===== src/common/com_params.svh =====
`ifndef COM_PARAMS_SVH
`define COM_PARAMS_SVH

// line and buffer word width.
`define COM_DW 16

// length and address field width.
`define COM_LW 12

// buffer address bits, higher address bits are ignored.
`define COM_RAM_AW 9

// received data lands here in the buffer.
`define COM_RX_BASE 256

// cycles to wait for an answer or for host pickup.
`define COM_TIMEOUT 128
`define COM_NUMOUT 16

`endif


===== src/common/com_pkg.sv =====
`include "com_params.svh"

package com_pkg;

    // packet type codes as carried in the header.
    typedef enum logic [3:0] {
        INIT   = 4'b0000,
        ACK    = 4'b0001,
        NAK    = 4'b0010,
        STL    = 4'b0011,
        DIDX   = 4'b0101,
        DPARAM = 4'b0110,
        DDIDX  = 4'b0111,
        DLINK  = 4'b1000,
        DTYPE  = 4'b1001,
        DTEMP  = 4'b1010,
        DATA0  = 4'b1101,
        DATA1  = 4'b1110,
        ERROR  = 4'b1111
    } btype_e;

    typedef struct packed {
        btype_e             btype;
        logic [`COM_LW-1:0] dlen;
    } com_hdr_t;

    // first word of a frame is a header, the rest are data.
    typedef union packed {
        com_hdr_t           hdr;
        logic [`COM_DW-1:0] data;
    } com_word_u;

    typedef struct packed {
        btype_e             btype;
        logic [`COM_LW-1:0] ram_init;
        logic [`COM_LW-1:0] ram_rlen;
    } tx_job_t;

endpackage


===== src/hdl/com_cs.sv =====
`timescale 1ns/10ps
`include "com_params.svh"

module com_cs (
    input  logic               clk,
    input  logic               rst,

    input  logic               fs_send,
    output logic               fd_send,
    output logic               fd_txer,
    output logic               fs_read,
    input  logic               fd_read,
    output com_pkg::btype_e    read_btype,

    input  com_pkg::btype_e    send_btype,
    input  logic [`COM_LW-1:0] send_dlen,
    input  logic [`COM_LW-1:0] ram_addr_init,

    output logic               fs_tx,
    input  logic               fd_tx,
    output com_pkg::tx_job_t   tx_job,

    input  logic               fs_rx,
    output logic               fd_rx,
    input  com_pkg::btype_e    rx_btype
);

    localparam int TW = $clog2(`COM_TIMEOUT + 1);
    localparam int NW = $clog2(`COM_NUMOUT + 1);
    localparam logic [TW-1:0] TIME_LAST = `COM_TIMEOUT - 1;
    localparam logic [NW-1:0] NUM_LAST = `COM_NUMOUT - 1;

    typedef enum logic [3:0] {
        MAIN_IDLE,
        MAIN_WAIT,
        SEND_PREP,
        SEND_DATA,
        SEND_DONE,
        SEND_EROR,
        RANS_WAIT,
        RANS_TAKE,
        RANS_DONE,
        READ_PREP,
        READ_DATA,
        WANS_PREP,
        WANS_DONE,
        READ_DONE
    } state_e;

    state_e          state;
    state_e          next_state;
    state_e          state_goto;
    logic [TW-1:0]   time_cnt;
    logic [NW-1:0]   num_cnt;
    logic            time_up;
    logic            last_try;
    com_pkg::btype_e ans_btype;

    assign time_up  = (time_cnt >= TIME_LAST);
    assign last_try = (num_cnt >= NUM_LAST);

    assign fd_send = (state == SEND_DONE);
    assign fd_txer = (state == SEND_EROR);
    assign fs_read = (state == READ_DONE);
    assign fs_tx   = (state == SEND_DATA) || (state == WANS_DONE);
    assign fd_rx   = (state == RANS_DONE) || (state == READ_DATA);

    // --------------------
    // state sequencing.
    always_ff @(posedge clk or posedge rst) begin
        if (rst) begin
            state <= MAIN_IDLE;
        end else begin
            state <= next_state;
        end
    end

    always_comb begin
        next_state = state;
        case (state)
            MAIN_IDLE: next_state = MAIN_WAIT;
            MAIN_WAIT: begin
                if (fs_send) next_state = SEND_PREP;
                else if (fs_rx) next_state = READ_PREP;
            end
            SEND_PREP: next_state = SEND_DATA;
            SEND_DATA: if (fd_tx) next_state = RANS_WAIT;
            RANS_WAIT: begin
                if (fs_rx) next_state = RANS_TAKE;
                else if (time_up) next_state = SEND_EROR;
            end
            RANS_TAKE: next_state = RANS_DONE;
            // NAK goes straight back to sending.
            RANS_DONE: if (!fs_rx) next_state = state_goto;
            SEND_DONE: if (!fs_send) next_state = MAIN_WAIT;
            SEND_EROR: if (!fs_send) next_state = MAIN_WAIT;
            READ_PREP: next_state = READ_DATA;
            READ_DATA: if (!fs_rx) next_state = WANS_PREP;
            WANS_PREP: next_state = WANS_DONE;
            WANS_DONE: if (fd_tx) next_state = READ_DONE;
            READ_DONE: if (fd_read || time_up) next_state = MAIN_WAIT;
            default: next_state = MAIN_IDLE;
        endcase
    end

    // outcome of the answer just taken.
    always_ff @(posedge clk or posedge rst) begin
        if (rst) begin
            state_goto <= MAIN_IDLE;
        end else if (state == RANS_TAKE) begin
            if (rx_btype == com_pkg::ACK) state_goto <= SEND_DONE;
            else if (rx_btype == com_pkg::NAK && last_try) state_goto <= SEND_EROR;
            else if (rx_btype == com_pkg::NAK) state_goto <= SEND_DATA;
            else state_goto <= SEND_DONE;
        end
    end

    // --------------------
    // answer to a received frame.
    always_comb begin
        if (last_try) ans_btype = com_pkg::ACK;
        else if (rx_btype == com_pkg::ERROR) ans_btype = com_pkg::NAK;
        else ans_btype = com_pkg::ACK;
    end

    always_ff @(posedge clk or posedge rst) begin
        if (rst) begin
            read_btype <= com_pkg::INIT;
        end else if (state == MAIN_WAIT) begin
            read_btype <= com_pkg::INIT;
        end else if (state == WANS_PREP) begin
            read_btype <= rx_btype;
        end
    end

    always_ff @(posedge clk) begin
        if (state == SEND_PREP) begin
            tx_job <= '{btype: send_btype, ram_init: ram_addr_init, ram_rlen: send_dlen};
        end else if (state == WANS_PREP) begin
            tx_job <= '{btype: ans_btype, ram_init: '0, ram_rlen: '0};
        end
    end

    // --------------------
    // timeout and transmission counters.
    always_ff @(posedge clk or posedge rst) begin
        if (rst) begin
            time_cnt <= '0;
        end else if (state == RANS_WAIT || state == READ_DONE) begin
            time_cnt <= time_cnt + 1'b1;
        end else begin
            time_cnt <= '0;
        end
    end

    always_ff @(posedge clk or posedge rst) begin
        if (rst) begin
            num_cnt <= '0;
        end else if (state == SEND_PREP || state == SEND_DONE || state == SEND_EROR) begin
            num_cnt <= '0;
        end else if (state == RANS_TAKE) begin
            num_cnt <= num_cnt + 1'b1;
        end else if (state == WANS_PREP) begin
            // peer retries are counted until a frame is taken.
            num_cnt <= (ans_btype == com_pkg::NAK) ? num_cnt + 1'b1 : '0;
        end
    end

endmodule


===== config.mk =====
export PLATFORM = sky130hd
export DESIGN_NAME = com_cs
export DESIGN_NICKNAME = d
export VERILOG_FILES = /design/src/common/com_pkg.sv /design/src/hdl/com_cs.sv
export VERILOG_INCLUDE_DIRS = /design/src /design/src/common
export SDC_FILE = /design/constraint.sdc
export NUM_CORES = 1
export LEC_CHECK = 0
export ABC_AREA = 1
export BUFFER_PORTS_ARGS = -buffer_cell sky130_fd_sc_hd__buf_4
export CORE_MARGIN = 2
export CORE_UTILIZATION = 46
export CTS_CLUSTER_DIAMETER = 50
export DETAILED_ROUTE_END_ITERATION = 12
export GPL_TIMING_DRIVEN = 0
export PLACE_DENSITY = 0.79
export SYNTH_ARGS = -nofsm -noshare
export SYNTH_HDL_FRONTEND = slang
export SYNTH_SLANG_ARGS = --single-unit
export TNS_END_PERCENT = 5

===== constraint.sdc =====
create_clock -name clk -period 2.1 [get_ports clk]
set_input_delay 0.42 -clock clk [delete_from_list [all_inputs] [get_ports clk]]
set_output_delay 0.42 -clock clk [all_outputs]
set_load 0.01 [all_outputs]

==> results.sh, run 1 <==
export IMPL_coreArea_um2=5170
export IMPL_wl_met2_um=2560
export IMPL_worstPathCellList="nor2_2 -> nand3_1 -> clkbuf_1 -> nand2_8"
export IMPL_async_flop_share=0.462
export IMPL_cpMaxStageDelayCell="dfrtp_1"
export IMPL_clk_latency_ns=0.30
export IMPL_start_kind="register"
export IMPL_required_ns=2.09
export IMPL_die_h_um=77.7
export IMPL_place_ws_ns=-0.376
export IMPL_pin_count=75
export IMPL_slew_headroom=0.383
export IMPL_holdWs_ns=0.317
export IMPL_setup_slack_ns=0.216
export IMPL_min_period_ns=1.88
export IMPL_multi_input_area_um2=827
export IMPL_routed_via_count=2018
export IMPL_drt_met1_wl_um=2290
export IMPL_htreeDepth=2
export IMPL_synthFlopType="edfxtp_1"
export IMPL_worst_setup_path_end_kind="register"
export IMPL_power_mw=3.78
export IMPL_ctsHoldBuffers=0
export IMPL_cts_tree="built"
export IMPL_area_growth_pct=31.0
export IMPL_synth_seq_cells=52
export IMPL_grt_pass1_wl_um=8450
export IMPL_diodes=0
export IMPL_synth_warnings=0
export IMPL_leakage_nw=1.69
export IMPL_synth_nets=327
export IMPL_wl_per_cell_um=12.1
export IMPL_max_vdd_ir_drop_v=0.000770
export IMPL_path_max_fanout=28
export IMPL_cts_root_buf="clkbuf_8"
export IMPL_final_util=0.633
export IMPL_fill_cells=430
export IMPL_initial_core_util=0.483
export IMPL_syn_area_um2=2500
export IMPL_critPathBufInv=1
export IMPL_drv_cap=0
export IMPL_die_area_um2=6030
export IMPL_grt_pass1_vias=1914
export IMPL_dr_first_iter_drc_count=112
export IMPL_portBuffers=74
export IMPL_dr_wl_met3_um=359
export IMPL_finalClockSkew_ns=0.00778
export IMPL_worstHoldPathType="in2async"
export IMPL_status="finished clean"
export IMPL_die_x_um=77.7
export IMPL_row_count=26
export IMPL_ys_types=26
export IMPL_yosysSeqAreaShare=0.577
export IMPL_worst_slew_pin_slew_ns=0.924
export IMPL_seq_area_um2=1440
export IMPL_critPathKind="reg2reg"
export IMPL_arrival_ns=1.88
export IMPL_maxSlewViolCount=0
export IMPL_avgSynthCellArea_um2=8.73
export IMPL_antenna_found_initial=0
export IMPL_grt_overflow_total=0
export IMPL_syn_inst=286
export IMPL_drc=0
export IMPL_drt_wl_total_um=5310
export IMPL_path_delay_family="simple AND/OR/NAND/NOR gates"
export IMPL_fmax_ghz=0.531
export IMPL_drive_gt1_frac=0.291
export IMPL_track_usage=0.175
export IMPL_post_cts_buffers=0
export IMPL_min_period_over_period=0.897
export IMPL_routed_via_density=4.61
export IMPL_grt_max_degree=29
export IMPL_synth_edf_count=28
export IMPL_clk_pin_slew_ns=0.09
export IMPL_num_nets_final=408
export IMPL_p_per_area_nw_per_um2=1150
export IMPL_numCtsBuffers=5
export IMPL_cts_sinks=52
export IMPL_top_layer="met4"
export IMPL_hold_viol_final=0
export IMPL_crit_path_max_incr_delay_ns=0.47
export IMPL_rsz0062_at_grt="false"
export IMPL_gp_congestion=0.859
export IMPL_tns_ns=0
export IMPL_drt_pass1_iterations=4
export IMPL_ctsLongestPathBuffers=2
export IMPL_final_antenna_net_count=0
export IMPL_post_dp_hpwl_um=4170
export IMPL_setup_viol=0
## layout by cell type, fill, tap and decap left out, types with 3 or more instances in the layout
master	Yosys	final
nand2_1	52	51
buf_4	0	74
inv_2	7	7
ha_1	3	3
o21ai_0	5	5
a21oi_1	3	3
dfrtp_1	24	24
nor2_2	6	6
edfxtp_1	28	28
o22ai_1	3	3
clkbuf_8	0	5
o21ai_1	4	4
nand3_1	21	21
nand2_2	7	7
inv_1	55	55
nand4_1	5	5
nor2_1	49	49
## power breakdown
group	internal (mW)	switching, mW
combinational	0.585	0.887
sequential	1.45	0.160
clock	0.359	0.332
## cell usage after synthesis (3+ instances only)
library cell | count | area (um^2)
a21oi_1 | 3 | 15.0
dfrtp_1 | 24 | 601
edfxtp_1 | 28 | 841
ha_1 | 3 | 37.5
inv_1 | 55 | 206
inv_2 | 7 | 26.3
nand2_1 | 52 | 195
nand2_2 | 7 | 43.8
nand3_1 | 21 | 105
nand4_1 | 5 | 31.3
nor2_1 | 49 | 184
nor2_2 | 6 | 37.5
o21ai_0 | 5 | 25.0
o21ai_1 | 4 | 20.0
o22ai_1 | 3 | 18.8
## final cells by class
| class | instances | area share |
|---|---|---|
| Inverter | 62 | 0.0711 |
| Timing Repair Buffer | 74 | 0.170 |
| Clock buffer | 5 | 0.0210 |
| Tap cell | 70 | 0.0268 |
| Clock inverter | 3 | 0.0141 |
| Multi-Input combinational cell | 169 | 0.253 |
| Sequential cell | 52 | 0.441 |
| Buffer | 3 | 0.00382 |
## cells by family (layout without fill, tap and decap cells)
kind of cell | after synthesis | after routing | share of synthesized area
flops | 52 | 52 | 0.577
xor+xnor | 2 | 2 | 0.00702
compound gates | 18 | 18 | 0.0406
buf+inv | 65 | 147 | 0.0982
fa+ha+maj | 3 | 3 | 0.0150
simple gates | 146 | 146 | 0.262
## state kept, by name, summed over array words and instances (netlist names)
| signal | flops |
|---|---|
| read_btype | 4 |
| num_cnt | 5 |
| tx_job | 28 |
| time_cnt | 8 |
| state_goto | 3 |
| state | 4 |
## metal layers
metal,track usage,vias up
met5,0,-
li1,-,1050
met4,0.0500,0
met3,0.0349,6
met1,0.223,891
met2,0.302,71
## repair_timing
| action | CTS | global route |
|---|---|---|
| endpoints found under the setup margin | 28 | 28 |
| hold endpoints to repair | 0 | 0 |
| resized for setup | 2 | 1 |
## path summary, 6_finish.rpt
path	start	endpoint	slack (ns)	cells past startpoint
worst max-delay path	state[2]	tx_job[5]	0.22	4
worst min-delay path	rst	time_cnt[7]	0.32	2
worst max register to register	state[2]	tx_job[5]	0.22	4
worst min register to register	time_cnt[0]	time_cnt[0]	0.47	1
max in group asynchronous	rst	time_cnt[4]	1.21	2
min in group clk	rx_btype[3]	read_btype[3]	0.35	3
## per-stage QoR
step | std cells | cell area, um^2
finish | 438 | 3270
global route | 438 | 3270
CTS | 438 | 3260
detailed placement | 430 | 3140
floorplan | 286 | 2500
global placement | 430 | 3140
## worst reg2reg max path, cell delays in order, from the launching register on
cell,delay [ns]
dfrtp_1,0.47
nor2_2,0.27
nand3_1,0.22
clkbuf_1,0.33
nand2_8,0.28
Note: power is estimated with default switching activity, not from simulation.
==> run 2, diff against run 1 <==
--- a/config.mk
+++ b/config.mk
@@ -9,11 +9,12 @@
 export ABC_AREA = 1
 export BUFFER_PORTS_ARGS = -buffer_cell sky130_fd_sc_hd__buf_4
 export CORE_MARGIN = 2
-export CORE_UTILIZATION = 46
+export CORE_UTILIZATION = 40
+export CTS_BUF_LIST = sky130_fd_sc_hd__clkbuf_8
 export CTS_CLUSTER_DIAMETER = 50
 export DETAILED_ROUTE_END_ITERATION = 12
 export GPL_TIMING_DRIVEN = 0
-export PLACE_DENSITY = 0.79
+export PLACE_DENSITY = 0.67
 export SYNTH_ARGS = -nofsm -noshare
 export SYNTH_HDL_FRONTEND = slang
 export SYNTH_SLANG_ARGS = --single-unit
==> results.sh, run 2 (synthesized netlist as in run 1, its figures left out) <==
export IMPL_drc=0
export IMPL_mostFrequentLayoutCells="74 x buf_4, 56 x inv_1, 51 x nand2_1"
export IMPL_worst_slew_pin_slew_ns=0.975
export IMPL_regMostFlops="tx_job"
export IMPL_crit_path_max_incr_delay_ns=0.47
export IMPL_numCtsBuffers=5
export IMPL_finalClockSkew_ns=0.00600
export IMPL_rsz0062_at_grt="false"
export IMPL_die_h_um=83.0
export IMPL_post_dp_hpwl_um=4010
export IMPL_cts_root_buf="clkbuf_8"
export IMPL_max_vdd_ir_drop_v=0.000599
export IMPL_final_antenna_net_count=0
export IMPL_wl_per_cell_um=11.9
export IMPL_hold_viol_final=0
export IMPL_worstHoldPathType="in2async"
export IMPL_grt_overflow_total=0
export IMPL_critPathBufInv=1
export IMPL_clk_latency_ns=0.30
export IMPL_initial_core_util=0.417
export IMPL_dr_first_iter_drc_count=105
export IMPL_track_usage=0.159
export IMPL_grt_max_degree=29
export IMPL_die_x_um=83.0
export IMPL_path_delay_family="simple AND/OR/NAND/NOR gates"
export IMPL_grt_pass1_wl_um=8940
export IMPL_ctsLongestPathBuffers=2
export IMPL_die_area_um2=6890
export IMPL_setup_viol=0
export IMPL_path_max_fanout=28
export IMPL_place_ws_ns=-0.455
export IMPL_gp_congestion=0.934
export IMPL_min_period_over_period=0.864
export IMPL_htreeDepth=2
export IMPL_routed_via_density=4.56
export IMPL_arrival_ns=1.81
export IMPL_worstPathCellList="nor2_2 -> nand3_1 -> clkbuf_2 -> nand2_8"
export IMPL_min_period_ns=1.81
export IMPL_cts_tree="built"
export IMPL_layout_commonest_cell="buf_4"
export IMPL_diodes=0
export IMPL_drv_cap=0
export IMPL_ctsHoldBuffers=0
export IMPL_largest_reg_flops=28
export IMPL_required_ns=2.10
export IMPL_maxSlewViolCount=0
export IMPL_pin_count=75
export IMPL_drt_pass1_iterations=4
export IMPL_setup_slack_ns=0.286
export IMPL_final_util=0.550
export IMPL_antenna_found_initial=0
export IMPL_slew_headroom=0.349
export IMPL_area_growth_pct=32.0
export IMPL_drive_gt1_frac=0.291
export IMPL_start_kind="register"
export IMPL_fmax_ghz=0.551
export IMPL_routed_via_count=2022
export IMPL_top_regs="tx_job (28), time_cnt (8), num_cnt (5)"
export IMPL_cpMaxStageDelayCell="dfrtp_1"
export IMPL_worst_setup_path_end_kind="register"
export IMPL_cts_sinks=52
export IMPL_grt_pass1_vias=1948
export IMPL_num_nets_final=408
export IMPL_drt_wl_total_um=5290
export IMPL_p_per_area_nw_per_um2=1180
export IMPL_portBuffers=74
export IMPL_critPathKind="reg2reg"
export IMPL_leakage_nw=1.71
export IMPL_coreArea_um2=5990
export IMPL_row_count=28
export IMPL_status="finished clean"
export IMPL_clk_pin_slew_ns=0.09
## run 2: path summary, 6_finish.rpt
kind / start / endpoint / slack (ns) / cells after the start
worst min-delay path: rst / time_cnt[4] / 0.34 / 2
worst max-delay path: state[2] / tx_job[7] / 0.29 / 4
min in group clk: rx_btype[1] / read_btype[1] / 0.35 / 3
max in group asynchronous: rst / time_cnt[0] / 1.16 / 2
worst max register to register: state[2] / tx_job[7] / 0.29 / 4
worst min register to register: time_cnt[0] / time_cnt[0] / 0.47 / 1
## run 2: what timing repair did
action                     in CTS  in global routing
setup endpoints to repair      28                 28
buffers inserted                0                  0
hold endpoints to repair        0                  0
resized for setup               2                  3
gates cloned                    0                  0
## run 2: where the power goes
part / leakage [nW] / internal (mW) / total, mW / switching [mW]
registers: 0.589 / 1.45 / 1.61 / 0.153
logic: 1.05 / 0.588 / 1.48 / 0.897
clock network: 0.0695 / 0.471 / 0.794 / 0.322
## run 2: cell type report
cell class                 count  area, um^2
tap                           75        93.8
buffer                         3        13.8
inverter                      62         233
clock buffer                   5        68.8
fill                         553        2690
timing repair buffer          74         556
sequential                    52        1440
clock inverter                 3        63.8
multi-input combinational    169         827
## run 2: stage by stage
step	hold WS [ns]	cells	total power, mW	setup TNS [ns]	area [um^2]
floorplan	0.433	286	2.48	0	2500
global placement	0.451	435	3.08	-11.51	3150
detailed placement	0.451	435	3.11	-12.72	3150
CTS	0.344	443	3.92	0	3290
global route	0.350	443	4.16	0	3300
finish	0.341	443	3.88	0	3300
## run 2: per-layer routing
| metal | track usage | part of all wire | vias to the layer above |
|---|---|---|---|
| met3 | 0.0378 | 0.065 | 2 |
| met5 | 0 | 0 | - |
| li1 | - | - | 1049 |
| met4 | 0.0537 | 0.0076 | 0 |
| met2 | 0.256 | 0.48 | 70 |
| met1 | 0.213 | 0.45 | 901 |
