### src/common/com_params.svh
`ifndef COM_PARAMS_SVH
`define COM_PARAMS_SVH

// line and buffer word width.
`define COM_DW 16

// length and address field width.
`define COM_LW 12

// buffer address bits, higher address bits are ignored.
`define COM_RAM_AW 9

// received data lands here in the buffer.
`define COM_RX_BASE 256

// cycles to wait for an answer or for host pickup.
`define COM_TIMEOUT 128
`define COM_NUMOUT 16

`endif

### src/common/com_pkg.sv
`include "com_params.svh"

package com_pkg;

    // packet type codes as carried in the header.
    typedef enum logic [3:0] {
        INIT   = 4'b0000,
        ACK    = 4'b0001,
        NAK    = 4'b0010,
        STL    = 4'b0011,
        DIDX   = 4'b0101,
        DPARAM = 4'b0110,
        DDIDX  = 4'b0111,
        DLINK  = 4'b1000,
        DTYPE  = 4'b1001,
        DTEMP  = 4'b1010,
        DATA0  = 4'b1101,
        DATA1  = 4'b1110,
        ERROR  = 4'b1111
    } btype_e;

    typedef struct packed {
        btype_e             btype;
        logic [`COM_LW-1:0] dlen;
    } com_hdr_t;

    // first word of a frame is a header, the rest are data.
    typedef union packed {
        com_hdr_t           hdr;
        logic [`COM_DW-1:0] data;
    } com_word_u;

    typedef struct packed {
        btype_e             btype;
        logic [`COM_LW-1:0] ram_init;
        logic [`COM_LW-1:0] ram_rlen;
    } tx_job_t;

endpackage

### src/com_tx/com_tx.sv
`timescale 1ns/10ps
`include "com_params.svh"

module com_tx (
    input  logic                   clk,
    input  logic                   rst,
    input  logic                   fs_tx,
    output logic                   fd_tx,
    input  com_pkg::tx_job_t       tx_job,
    output logic [`COM_RAM_AW-1:0] ram_raddr,
    input  logic [`COM_DW-1:0]     ram_rdata,
    output com_pkg::com_word_u     line_out,
    output logic                   line_out_valid
);

    // body covers the header and data words on the line.
    typedef enum logic [1:0] {T_IDLE, T_BODY, T_SUM, T_DONE} tstate_e;

    tstate_e                state;
    logic [`COM_RAM_AW-1:0] addr;
    logic [`COM_LW-1:0]     left;
    logic [`COM_DW-1:0]     sum;
    com_pkg::com_hdr_t      hdr;

    assign hdr = '{btype: tx_job.btype, dlen: tx_job.ram_rlen};

    // first word is fetched while still idle.
    assign ram_raddr      = (state == T_IDLE) ? tx_job.ram_init[`COM_RAM_AW-1:0] : addr;
    assign line_out_valid = (state == T_BODY) || (state == T_SUM);
    assign fd_tx          = (state == T_DONE);

    always_ff @(posedge clk or posedge rst) begin
        if (rst) begin
            state <= T_IDLE;
            addr  <= '0;
            left  <= '0;
            sum   <= '0;
        end else begin
            case (state)
                T_IDLE: begin
                    if (fs_tx) begin
                        state <= T_BODY;
                        addr  <= tx_job.ram_init[`COM_RAM_AW-1:0] + 1'b1;
                        left  <= tx_job.ram_rlen;
                        sum   <= '0;
                    end
                end
                T_BODY: begin
                    if (left == '0) begin
                        state <= T_SUM;
                    end else begin
                        addr <= addr + 1'b1;
                        left <= left - 1'b1;
                        sum  <= sum + ram_rdata;
                    end
                end
                T_SUM:   state <= T_DONE;
                default: state <= T_IDLE;
            endcase
        end
    end

    always_ff @(posedge clk) begin
        if (state == T_IDLE) begin
            line_out.hdr <= hdr;
        end else if (state == T_BODY) begin
            line_out.data <= (left == '0) ? sum : ram_rdata;
        end
    end

endmodule

### config.mk
export PLATFORM = sky130hd
export DESIGN_NAME = com_tx
export DESIGN_NICKNAME = d
export VERILOG_FILES = /design/src/common/com_pkg.sv /design/src/com_tx/com_tx.sv
export VERILOG_INCLUDE_DIRS = /design/src /design/src/common
export SDC_FILE = /design/constraint.sdc
export NUM_CORES = 1
export LEC_CHECK = 0
export BUFFER_PORTS_ARGS = -buffer_cell sky130_fd_sc_hd__buf_2
export CORE_MARGIN = 2
export CORE_UTILIZATION = 35
export DETAILED_ROUTE_END_ITERATION = 6
export GPL_TIMING_DRIVEN = 0
export PLACE_DENSITY = 0.65
export SYNTH_ARGS = -nofsm -noshare
export SYNTH_HDL_FRONTEND = slang
export SYNTH_SLANG_ARGS = --single-unit
### constraint.sdc
create_clock -name clk -period 3.3 [get_ports clk]
set_input_delay 0.165 -clock clk [delete_from_list [all_inputs] [get_ports clk]]
set_output_delay 0.165 -clock clk [all_outputs]
set_load 0.005 [all_outputs]
==> metrics.md, run 1 <==
| Metric | Value |
|---|---|
| Status | `finished, final reports clean` |
| Seq cells post-synth | `55` |
| N_diodes | `0` |
| Crit-path leading delay family | `buffers and inverters` |
| Share of the synthesized area in the top cell type | `24.6%` |
| CTS Root Cell | `clkbuf_16` |
| Hold Path Stages | `3` |
| Post-synth EDFFs | `16` |
| RSZ-0062 raised after global routing | `no` |
| I/O pins | `74` |
| DR vias | `3753` |
| Crit. path cell count | `13` |
| GRT Total Usage | `18.6%` |
| Clk_lat worst skew | `300 ps` |
| Critical Path AT | `3020 ps` |
| Final setup skew | `6.36 ps` |
| Setup violations, final | `0` |
| # nets final | `596` |
| Max FO, Critical Path | `10` |
| Die Area | `12200 sq um` |
| Core ar. | `10900 sq um` |
| Max stage delay on crit path | `410 ps` |
| Crit Path Category | `reg -> reg` |
| TritonCTS Sinks | `55` |
| Post-synthesis sequential area ratio | `36.7%` |
| Initial Utilization | `36.3%` |
| Antenna Nets Post-Route | `0` |
| Max-cap viol count | `0` |
| Period Utilization, post-route | `86.6%` |
| TritonCTS clock tree | `yes` |
| Area growth, synth to finish | `18.3%` |
| Final TNS setup | `0 ps` |
| Cell count after synthesis | `447` |
| DIE WIDTH | `110 microns` |
| Clock slew at reported path FFs | `80 ps` |
| IO Port Bufs | `70` |
| Tmin final | `2860 ps` |
| Vias per cell | `5.63` |
| Gp weighted congestion | `0.916` |
| Dominant cells by area after synthesis | `dfrtp_1 (25%), edfxtp_1 (12%), ha_1 (6.9%)` |
| Buf/Inv on CP | `5` |
| CP required | `3460 ps` |
| Most numerous cell on the critical path | `a21oi_1` |
| YS warnings | `0` |
| Drt total wl | `11400 microns` |
| VDD IR max | `343 uV` |
| Worst min path class | `in -> reg` |
| Worst setup EP type | `flop` |
| Fillcell total | `1120` |
| DRT Pass-1 Iters | `5` |
| Pin count of the biggest net entering global routing | `30` |
| Most common cell after layout, fill and taps aside | `buf_2` |
| Top FF cell, synth | `dfrtp_1` |
| Syn_nets | `517` |
| PD cells | `902 nW/um^2` |
| Residual DRC | `0` |
| Row count | `38` |
| Commonest non-fill, non-tap cells in the layout | `buf_2 (81), nand2_1 (68), o21ai_0 (49)` |
| CTS Buf Count | `5` |
| First-pass GRT wire length | `18500 microns` |
| Initial antenna violation count | `0` |
| DP HPWL | `8720 microns` |
| H-tree levels | `2` |
| Register-to-Register Path Depth | `13` |
| Die Ht | `110 microns` |
| Reg area | `1460 sq um` |
| Vias in the first global route | `3654` |
| Share of layout cells above drive strength 1 | `23.1%` |
| Mapped Area | `3970 sq um` |
| Fmax | `0.350 GHz` |
| Max_slew headroom | `54.8%` |
| CP Cell Sequence | `inv_1 -> ha_1 -> buf_6 -> buf_2 -> clkbuf_2 -> mux2_2 -> ha_1 -> inv_1 -> a221o_1 -> nor4b_2 -> a21oi_1 -> a21oi_1 -> a21oi_1` |
| Fin. Hold Viols | `0` |
| GR Overflow Total | `0` |
| Synth cell types | `59` |
| Setup WS post-layout | `444 ps` |
| DRT iter0 DRCs | `227` |
| Leakage | `2.11 nW` |
| Critical path's slowest cell | `dfrtp_1` |
| Mean post-synth cell area | `8.87 sq um` |
| Fin. max-slew vios | `0` |
| Post-CTS Setup Repair Bufs | `0` |
| Worst slew pin tran | `678 ps` |
| Placement Setup Slack | `215 ps` |
| Synth area leader | `dfrtp_1` |
| Crit start category | `flop` |
| Area occupied by multi-input gates | `2310 sq um` |
| CTS max path bufs | `2` |
| Final Util | `42.9%` |
| Ys async rst share | `70.9%` |
| Avg WL per Cell | `17.1 microns` |
[worst paths after layout]
check	start	endpoint	slack, ps
min	tx_job[26]	line_out[14]$_DFFE_PP_	140
min in group asynchronous	rst	addr[3]$_DFFE_PP0P_	350
max reg2reg	state[1]$_DFFE_PP0P_	addr[8]$_DFFE_PP0P_	440
max	state[1]$_DFFE_PP0P_	addr[8]$_DFFE_PP0P_	440
min reg2reg	sum[3]$_DFFE_PP0P_	sum[3]$_DFFE_PP0P_	510
max in group asynchronous	rst	sum[7]$_DFFE_PP0P_	2490
[worst min-delay path: cells and delay by family]
kind | cells | cell delay, ps
buffers and inverters | 1 | 70
AOI/OAI and AO/OA | 1 | 60
and+or+nand+nor | 1 | 40
[area by class of cell]
| class | count | area share, % |
|---|---|---|
| Multi-Input combinational cell | 353 | 49.3 |
| Inverter | 13 | 1.04 |
| Sequential cell | 55 | 31.0 |
| Timing Repair Buffer | 72 | 8.11 |
| Clock inverter | 3 | 0.934 |
| Tap cell | 140 | 3.73 |
| Clock buffer | 5 | 2.67 |
| Buffer | 26 | 3.12 |
[what timing repair did]
action / CTS / global route
resized for setup: 0 / 2
setup endpoints to repair: 0 / 1
hold buffers: 1 / 0
hold endpoints to repair: 10 / 0
[cells by family (layout without fill, tap and decap cells)]
| family | after synthesis | count (layout) | synth area share, % |
|---|---|---|---|
| AO/OA/AOI/OAI | 145 | 145 | 22.9 |
| adder cells (fa/ha/maj) | 23 | 23 | 7.45 |
| buffers and inverters | 39 | 119 | 4.89 |
| flip-flops | 55 | 55 | 36.7 |
| XOR/XNOR | 12 | 12 | 2.65 |
| multiplexers | 31 | 31 | 8.17 |
| AND/OR/NAND/NOR | 142 | 142 | 17.2 |
[registers in the layout, indices dropped and copies added, names as in the netlist]
signal and flops:
addr 9, left 12, line_out 16, state 2, sum 16
[report_power, final]
group | leakage [nW] | total, mW | internal (mW) | switching (mW)
combinational | 1.40 | 2.27 | 0.911 | 1.36
clock | 0.0838 | 0.621 | 0.359 | 0.262
sequential | 0.635 | 1.34 | 1.09 | 0.250
total | 2.11 | 4.23 | 2.36 | 1.87
[layer usage]
layer | up-vias | GRT usage, % | routed length, microns
met4 | 0 | 6.83 | 321
li1 | 1796 | - | -
met5 | - | 0 | 0
met1 | 1780 | 24.4 | 4890
met3 | 24 | 3.24 | 787
met2 | 153 | 30.8 | 5420
[cell usage after synthesis, drive strengths merged (3+ instances only)]
master  instances
ha             22
nor2           20
inv            13
a211oi          4
nand3          15
nor3            9
edfxtp         16
nor2b           3
dfrtp          39
a21o            9
nand2          68
a21oi          39
xnor2           4
o22ai           6
o211ai          6
a32o            3
nand3b          3
mux2i          20
mux2           11
nand2b          8
o31ai           3
o21ai          55
nand4           6
buf            19
xor2            8
clkbuf          7
a22oi           3
[metrics by stage]
stage	instance area [sq um]	total power [mW]	hold slack (ps)	std cells
global placement	4490	3.50	453	657
CTS	4690	4.20	140	667
floorplan	3970	2.85	320	447
global route	4690	4.55	143	667
detailed placement	4510	3.58	126	658
finish	4690	4.23	140	667
Power figures use the tool's default switching activity.
==> run 2, diff against run 1 <==
--- a/config.mk
+++ b/config.mk
@@ -7,6 +7,7 @@
 export NUM_CORES = 1
 export LEC_CHECK = 0
 export BUFFER_PORTS_ARGS = -buffer_cell sky130_fd_sc_hd__buf_2
+export CAP_MARGIN = 20
 export CORE_MARGIN = 2
 export CORE_UTILIZATION = 35
 export DETAILED_ROUTE_END_ITERATION = 6
==> constraint.sdc (replaced) <==
create_clock -name clk -period 3.4 [get_ports clk]
set_input_delay 0.17 -clock clk [delete_from_list [all_inputs] [get_ports clk]]
set_output_delay 0.17 -clock clk [all_outputs]
set_load 0.005 [all_outputs]
==> run 2 against run 1 <==
Register-to-register slack worse by 130 ps. Utilization about the same. Cell area about the same. Clock power decreased by 3%. Total power decreased by 3.1%. Clock skew grew 1.6 ps. Cell count stayed put.
==> metrics.md, run 2 (synthesis gave the netlist of run 1 again) <==
| Metric | Value |
|---|---|
| Status | `finished, final reports clean` |
| CTS Buf Count | `5` |
| TritonCTS clock tree | `yes` |
| Placement Setup Slack | `315 ps` |
| DR vias | `3744` |
| Worst R2R Setup Slack | `310 ps` |
| Worst min path class | `in -> reg` |
| N_diodes | `0` |
| Crit. path cell count | `13` |
| Pin count of the biggest net entering global routing | `30` |
| Worst setup EP type | `flop` |
| Vias per cell | `5.61` |
| DRT Pass-1 Iters | `5` |
| I/O pins | `74` |
| Initial Utilization | `36.3%` |
| Residual DRC | `0` |
| CP Capture Point | `addr[8]$_DFFE_PP0P_` |
| Final setup skew | `7.92 ps` |
| Tmin final | `3090 ps` |
| Critical Path AT | `3250 ps` |
| TritonCTS Sinks | `55` |
| First-pass GRT wire length | `18500 microns` |
| RR Endpoint | `addr[8]$_DFFE_PP0P_` |
| Crit start category | `flop` |
| Drt total wl | `11400 microns` |
| CP required | `3560 ps` |
| Fmax | `0.324 GHz` |
| Fin. max-slew vios | `0` |
| H-tree levels | `2` |
| DIE WIDTH | `110 microns` |
| Core ar. | `10900 sq um` |
| Max stage delay on crit path | `480 ps` |
| Die Ht | `110 microns` |
| Fin. Hold Viols | `0` |
| Biggest regs | `line_out: 16 flops, sum: 16 flops, left: 12 flops` |
| Setup WS post-layout | `309 ps` |
| Post-CTS Setup Repair Bufs | `0` |
| Max_slew headroom | `56.6%` |
| DP HPWL | `8720 microns` |
| Worst Hold Slack | `146 ps` |
| Register-to-Register Path Depth | `13` |
| Initial antenna violation count | `0` |
| Clk_lat worst skew | `300 ps` |
| Setup violations, final | `0` |
| GR Overflow Total | `0` |
| Gp weighted congestion | `0.916` |
| Critical path's slowest cell | `clkbuf_1` |
| # nets final | `596` |
| Area growth, synth to finish | `18.3%` |
| RSZ-0062 raised after global routing | `no` |
| Fillcell total | `1121` |
| Clock slew at reported path FFs | `80 ps` |
| CTS max path bufs | `2` |
| IO Port Bufs | `70` |
| VDD IR max | `333 uV` |
| Most numerous cell on the critical path | `a21oi_1` |
| Period Utilization, post-route | `90.9%` |
| Share of layout cells above drive strength 1 | `23.0%` |
| Row count | `38` |
| Vias in the first global route | `3654` |
| Final TNS setup | `0 ps` |
| Worst reg2reg startpoint | `state[1]$_DFFE_PP0P_` |
| Crit. Startpoint | `state[1]$_DFFE_PP0P_` |
| CP Cell Sequence | `inv_1 -> ha_1 -> buf_6 -> buf_2 -> clkbuf_1 -> mux2_2 -> ha_1 -> inv_1 -> a221o_1 -> nor4b_2 -> a21oi_1 -> a21oi_1 -> a21oi_1` |
| PD cells | `874 nW/um^2` |
| Max-cap viol count | `0` |
| Buf/Inv on CP | `5` |
| Antenna Nets Post-Route | `0` |
| Die Area | `12200 sq um` |
| Worst slew pin tran | `651 ps` |
| Crit-path leading delay family | `buffers and inverters` |
| Commonest non-fill, non-tap cells in the layout | `buf_2 (81), nand2_1 (68), o21ai_0 (49)` |
| Avg WL per Cell | `17.0 microns` |
| Max FO, Critical Path | `10` |
| Most common cell after layout, fill and taps aside | `buf_2` |
| Crit Path Category | `reg -> reg` |
| DRT iter0 DRCs | `225` |
| GRT Total Usage | `18.6%` |
| Leakage | `2.11 nW` |
| CTS Root Cell | `clkbuf_16` |
run 2: timing repair:
item	in CTS	in global routing
setup endpoints to repair	0	0
hold buffers	1	0
hold endpoints to repair	10	0
resized for setup	0	0
run 2: power by group:
group          internal (mW)  switching (mW)  total [mW]  leakage [nW]
combinational          0.883            1.31        2.19          1.39
sequential              1.06           0.245        1.30         0.635
clock                  0.348           0.254       0.602        0.0838
total                   2.29            1.81        4.10          2.11
run 2: worst reg2reg max path: stages, from the launching register on:
cell and delay [ps]:
dfrtp_1 410, inv_1 90, ha_1 160, buf_6 130
buf_2 250, clkbuf_1 480, mux2_2 260, ha_1 210
inv_1 70, a221o_1 340, nor4b_2 260, a21oi_1 70
a21oi_1 170, a21oi_1 50
run 2: stage by stage:
| stage | cells | power (mW) | utilization (%) | instance area [sq um] |
|---|---|---|---|---|
| 3_5_place_dp | 658 | 3.48 | 41.2 | 4510 |
| 5_1_grt | 667 | 4.41 | 42.9 | 4690 |
| 4_1_cts | 667 | 4.08 | 42.9 | 4690 |
| 2_1_floorplan | 447 | 2.77 | - | 3970 |
| 6_report | 667 | 4.10 | 42.9 | 4690 |
| 3_3_place_gp | 657 | 3.40 | 41.1 | 4490 |
run 2: worst min path at each step:
stage,cells past startpoint,end,from
after global placement,3,line_out[14]$_DFFE_PP_,tx_job[26]
after floorplan,2,left[1]$_DFFE_PP0P_,tx_job[1]
after CTS,3,line_out[14]$_DFFE_PP_,tx_job[26]
after global routing,3,line_out[14]$_DFFE_PP_,tx_job[26]
after detailed placement,2,state[1]$_DFFE_PP0P_,rst
final,3,line_out[14]$_DFFE_PP_,tx_job[26]
run 2: metal layers:
layer,up-vias,track usage [%],part of all wire [%]
li1,1794,-,-
met1,1788,24.4,43
met2,145,30.8,48
met3,17,3.24,6.6
met4,0,6.83,2.6
met5,-,0,0
run 2: cell type report:
cell class	instances	area [sq um]	share of cell area (%)
clock inverter	3	43.8	0.934
inverter	13	48.8	1.04
buffer	26	145	3.09
multi-input combinational	353	2310	49.4
sequential	55	1460	31.1
tap	140	175	3.74
timing repair buffer	72	380	8.11
clock buffer	5	125	2.67
==> run 3, diff against run 2 <==
--- a/config.mk
+++ b/config.mk
@@ -9,10 +9,10 @@
 export BUFFER_PORTS_ARGS = -buffer_cell sky130_fd_sc_hd__buf_2
 export CAP_MARGIN = 20
 export CORE_MARGIN = 2
-export CORE_UTILIZATION = 35
+export CORE_UTILIZATION = 55
 export DETAILED_ROUTE_END_ITERATION = 6
 export GPL_TIMING_DRIVEN = 0
-export PLACE_DENSITY = 0.65
+export PLACE_DENSITY = 0.89
 export SYNTH_ARGS = -nofsm -noshare
 export SYNTH_HDL_FRONTEND = slang
 export SYNTH_SLANG_ARGS = --single-unit
==> run 3 against run 2 <==
Fmax increased by 0.51%. Worst setup slack improved by 16 ps. Combinational power about the same. Via count is 2.9% higher. Sequential cell count is the same. Critical endpoint unchanged.
==> metrics.md, run 3 (synthesis gave the netlist of run 1 again) <==
| Metric | Value |
|---|---|
| CTS max path bufs | `2` |
| Final setup skew | `8.86 ps` |
| N_diodes | `0` |
| Clock slew at reported path FFs | `110 ps` |
| Combinational Power Share | `56.3%` |
| Antenna Nets Post-Route | `0` |
| Final Util | `65.9%` |
| Register-to-Register Path Depth | `13` |
| Final TNS setup | `0 ps` |
| Hold buffers post-CTS | `0` |
| Max_slew headroom | `40.9%` |
| Fin. max-slew vios | `0` |
| Period Utilization, post-route | `90.4%` |
| Biggest regs | `line_out: 16 flops, sum: 16 flops, left: 12 flops` |
| Share of layout cells above drive strength 1 | `22.7%` |
| VDD IR max | `473 uV` |
| Worst min path class | `in -> async` |
| Worst reg2reg startpoint | `state[1]$_DFFE_PP0P_` |
| Drt total wl | `10600 microns` |
| Initial Utilization | `57.7%` |
| Post-CTS Setup Repair Bufs | `0` |
| DP HPWL | `7970 microns` |
| Gp weighted congestion | `0.916` |
| PD cells | `849 nW/um^2` |
| Worst R2R Setup Slack | `330 ps` |
| Status | `finished, final reports clean` |
| Initial antenna violation count | `0` |
| TritonCTS Sinks | `55` |
| I/O pins | `74` |
| CTS resizes | `0` |
| Clk_lat worst skew | `320 ps` |
| Leakage | `2.06 nW` |
| Row count | `30` |
| DIE WIDTH | `88.9 microns` |
| Max-cap viol count | `0` |
| IO Port Bufs | `70` |
| Placed Area | `4440 sq um` |
| Vias in the first global route | `3418` |
| DRT iter0 DRCs | `396` |
| Fillcell total | `550` |
| Fin. Hold Viols | `0` |
| DR vias | `3851` |
| First-pass GRT wire length | `16500 microns` |
| Switching Share | `45.8%` |
| Die Ht | `88.9 microns` |
| Core ar. | `6870 sq um` |
| Tmin final | `3070 ps` |
| GR Overflow Total | `0` |
| Worst slew pin tran | `886 ps` |
| Pin count of the biggest net entering global routing | `40` |
| Die Area | `7900 sq um` |
| Cell internal pwr | `2.08 mW` |
| TritonCTS clock tree | `yes` |
| Setup violations, final | `0` |
| Vias per cell | `6.20` |
| DRT Pass-1 Iters | `5` |
| Critical Path AT | `3260 ps` |
| Fmax | `0.325 GHz` |
| Tot Pwr | `3.84 mW` |
| RSZ-0062 raised after global routing | `no` |
| GRT Total Usage | `27.2%` |
| RR Endpoint | `addr[8]$_DFFE_PP0P_` |
| # nets final | `594` |
| Area growth, synth to finish | `14.1%` |
| Worst setup EP type | `flop` |
| Commonest non-fill, non-tap cells in the layout | `buf_2 (81), nand2_1 (68), o21ai_0 (49)` |
| Crit. Startpoint | `state[1]$_DFFE_PP0P_` |
| Most common cell after layout, fill and taps aside | `buf_2` |
| H-tree levels | `2` |
| CP required | `3580 ps` |
| Max FO, Critical Path | `10` |
| Residual DRC | `0` |
| CP Capture Point | `addr[8]$_DFFE_PP0P_` |
| Crit start category | `flop` |
| Crit Path Category | `reg -> reg` |
| Clock power frac | `9.8%` |
| Avg WL per Cell | `17.1 microns` |
| Sequential Power Share | `33.9%` |
| NetSw | `1.76 mW` |
| Fin area | `4520 sq um` |
| CTS Root Cell | `clkbuf_8` |
| CTS Buf Count | `5` |
[run 3: worst min-delay path by stage]
stage	start	to	slack, ps	depth (start not counted)
4_1_cts	rst	sum[15]$_DFFE_PP0P_	50	2
6_report	rst	sum[2]$_DFFE_PP0P_	30	2
2_1_floorplan	tx_job[1]	left[1]$_DFFE_PP0P_	320	2
3_5_place_dp	rst	state[0]$_DFFE_PP0P_	400	2
5_1_grt	rst	state[0]$_DFFE_PP0P_	100	2
3_3_place_gp	tx_job[24]	line_out[12]$_DFFE_PP_	450	3
[run 3: power by group through the flow]
| stage | logic [mW] | registers [mW] | clock network (mW) |
|---|---|---|---|
| floorplan | 1.50 | 1.27 | 0 |
| global placement | 2.04 | 1.29 | 0 |
| detailed placement | 2.12 | 1.31 | 0 |
| CTS | 2.13 | 1.29 | 0.378 |
| global route | 2.39 | 1.34 | 0.396 |
| finish | 2.16 | 1.30 | 0.378 |
[run 3: worst max-delay path, stage by stage, from the launching register on]
cell	delay (ps)
dfrtp_1	420
inv_1	90
ha_1	160
buf_6	140
buf_2	230
clkbuf_1	460
mux2_2	260
ha_1	200
inv_1	70
a221o_1	360
nor4b_2	270
a21oi_1	70
a21oi_1	170
a21oi_1	50
[run 3: final cells by class]
cell class              instances  area, sq um  area share (%)
well taps                      96          120            2.65
repair buffers                 70          350            7.74
clock buffers                   5         68.8            1.52
flip-flops and latches         55         1460            32.2
plain buffers                  26          145            3.21
clock inverters                 3         20.0           0.442
multi-input cells             353         2310            51.2
inverters                      13         48.8            1.08
[run 3: per-layer routing]
metal  track usage (%)  vias up  routed length [microns]
met1              38.5     1778                     4530
met5                 0        -                        0
met4              9.50        0                      309
li1                  -     1788                        -
met3              3.79       36                      965
met2              42.9      249                     4830
[run 3: per-stage QoR]
step           instances  worst slack [ps]  hold WS (ps)
2_1_floorplan        447               830           325
3_3_place_gp         613               451           448
3_5_place_dp         613               382           396
4_1_cts              621               363          46.0
5_1_grt              621              86.2           104
6_report             621               325          29.1
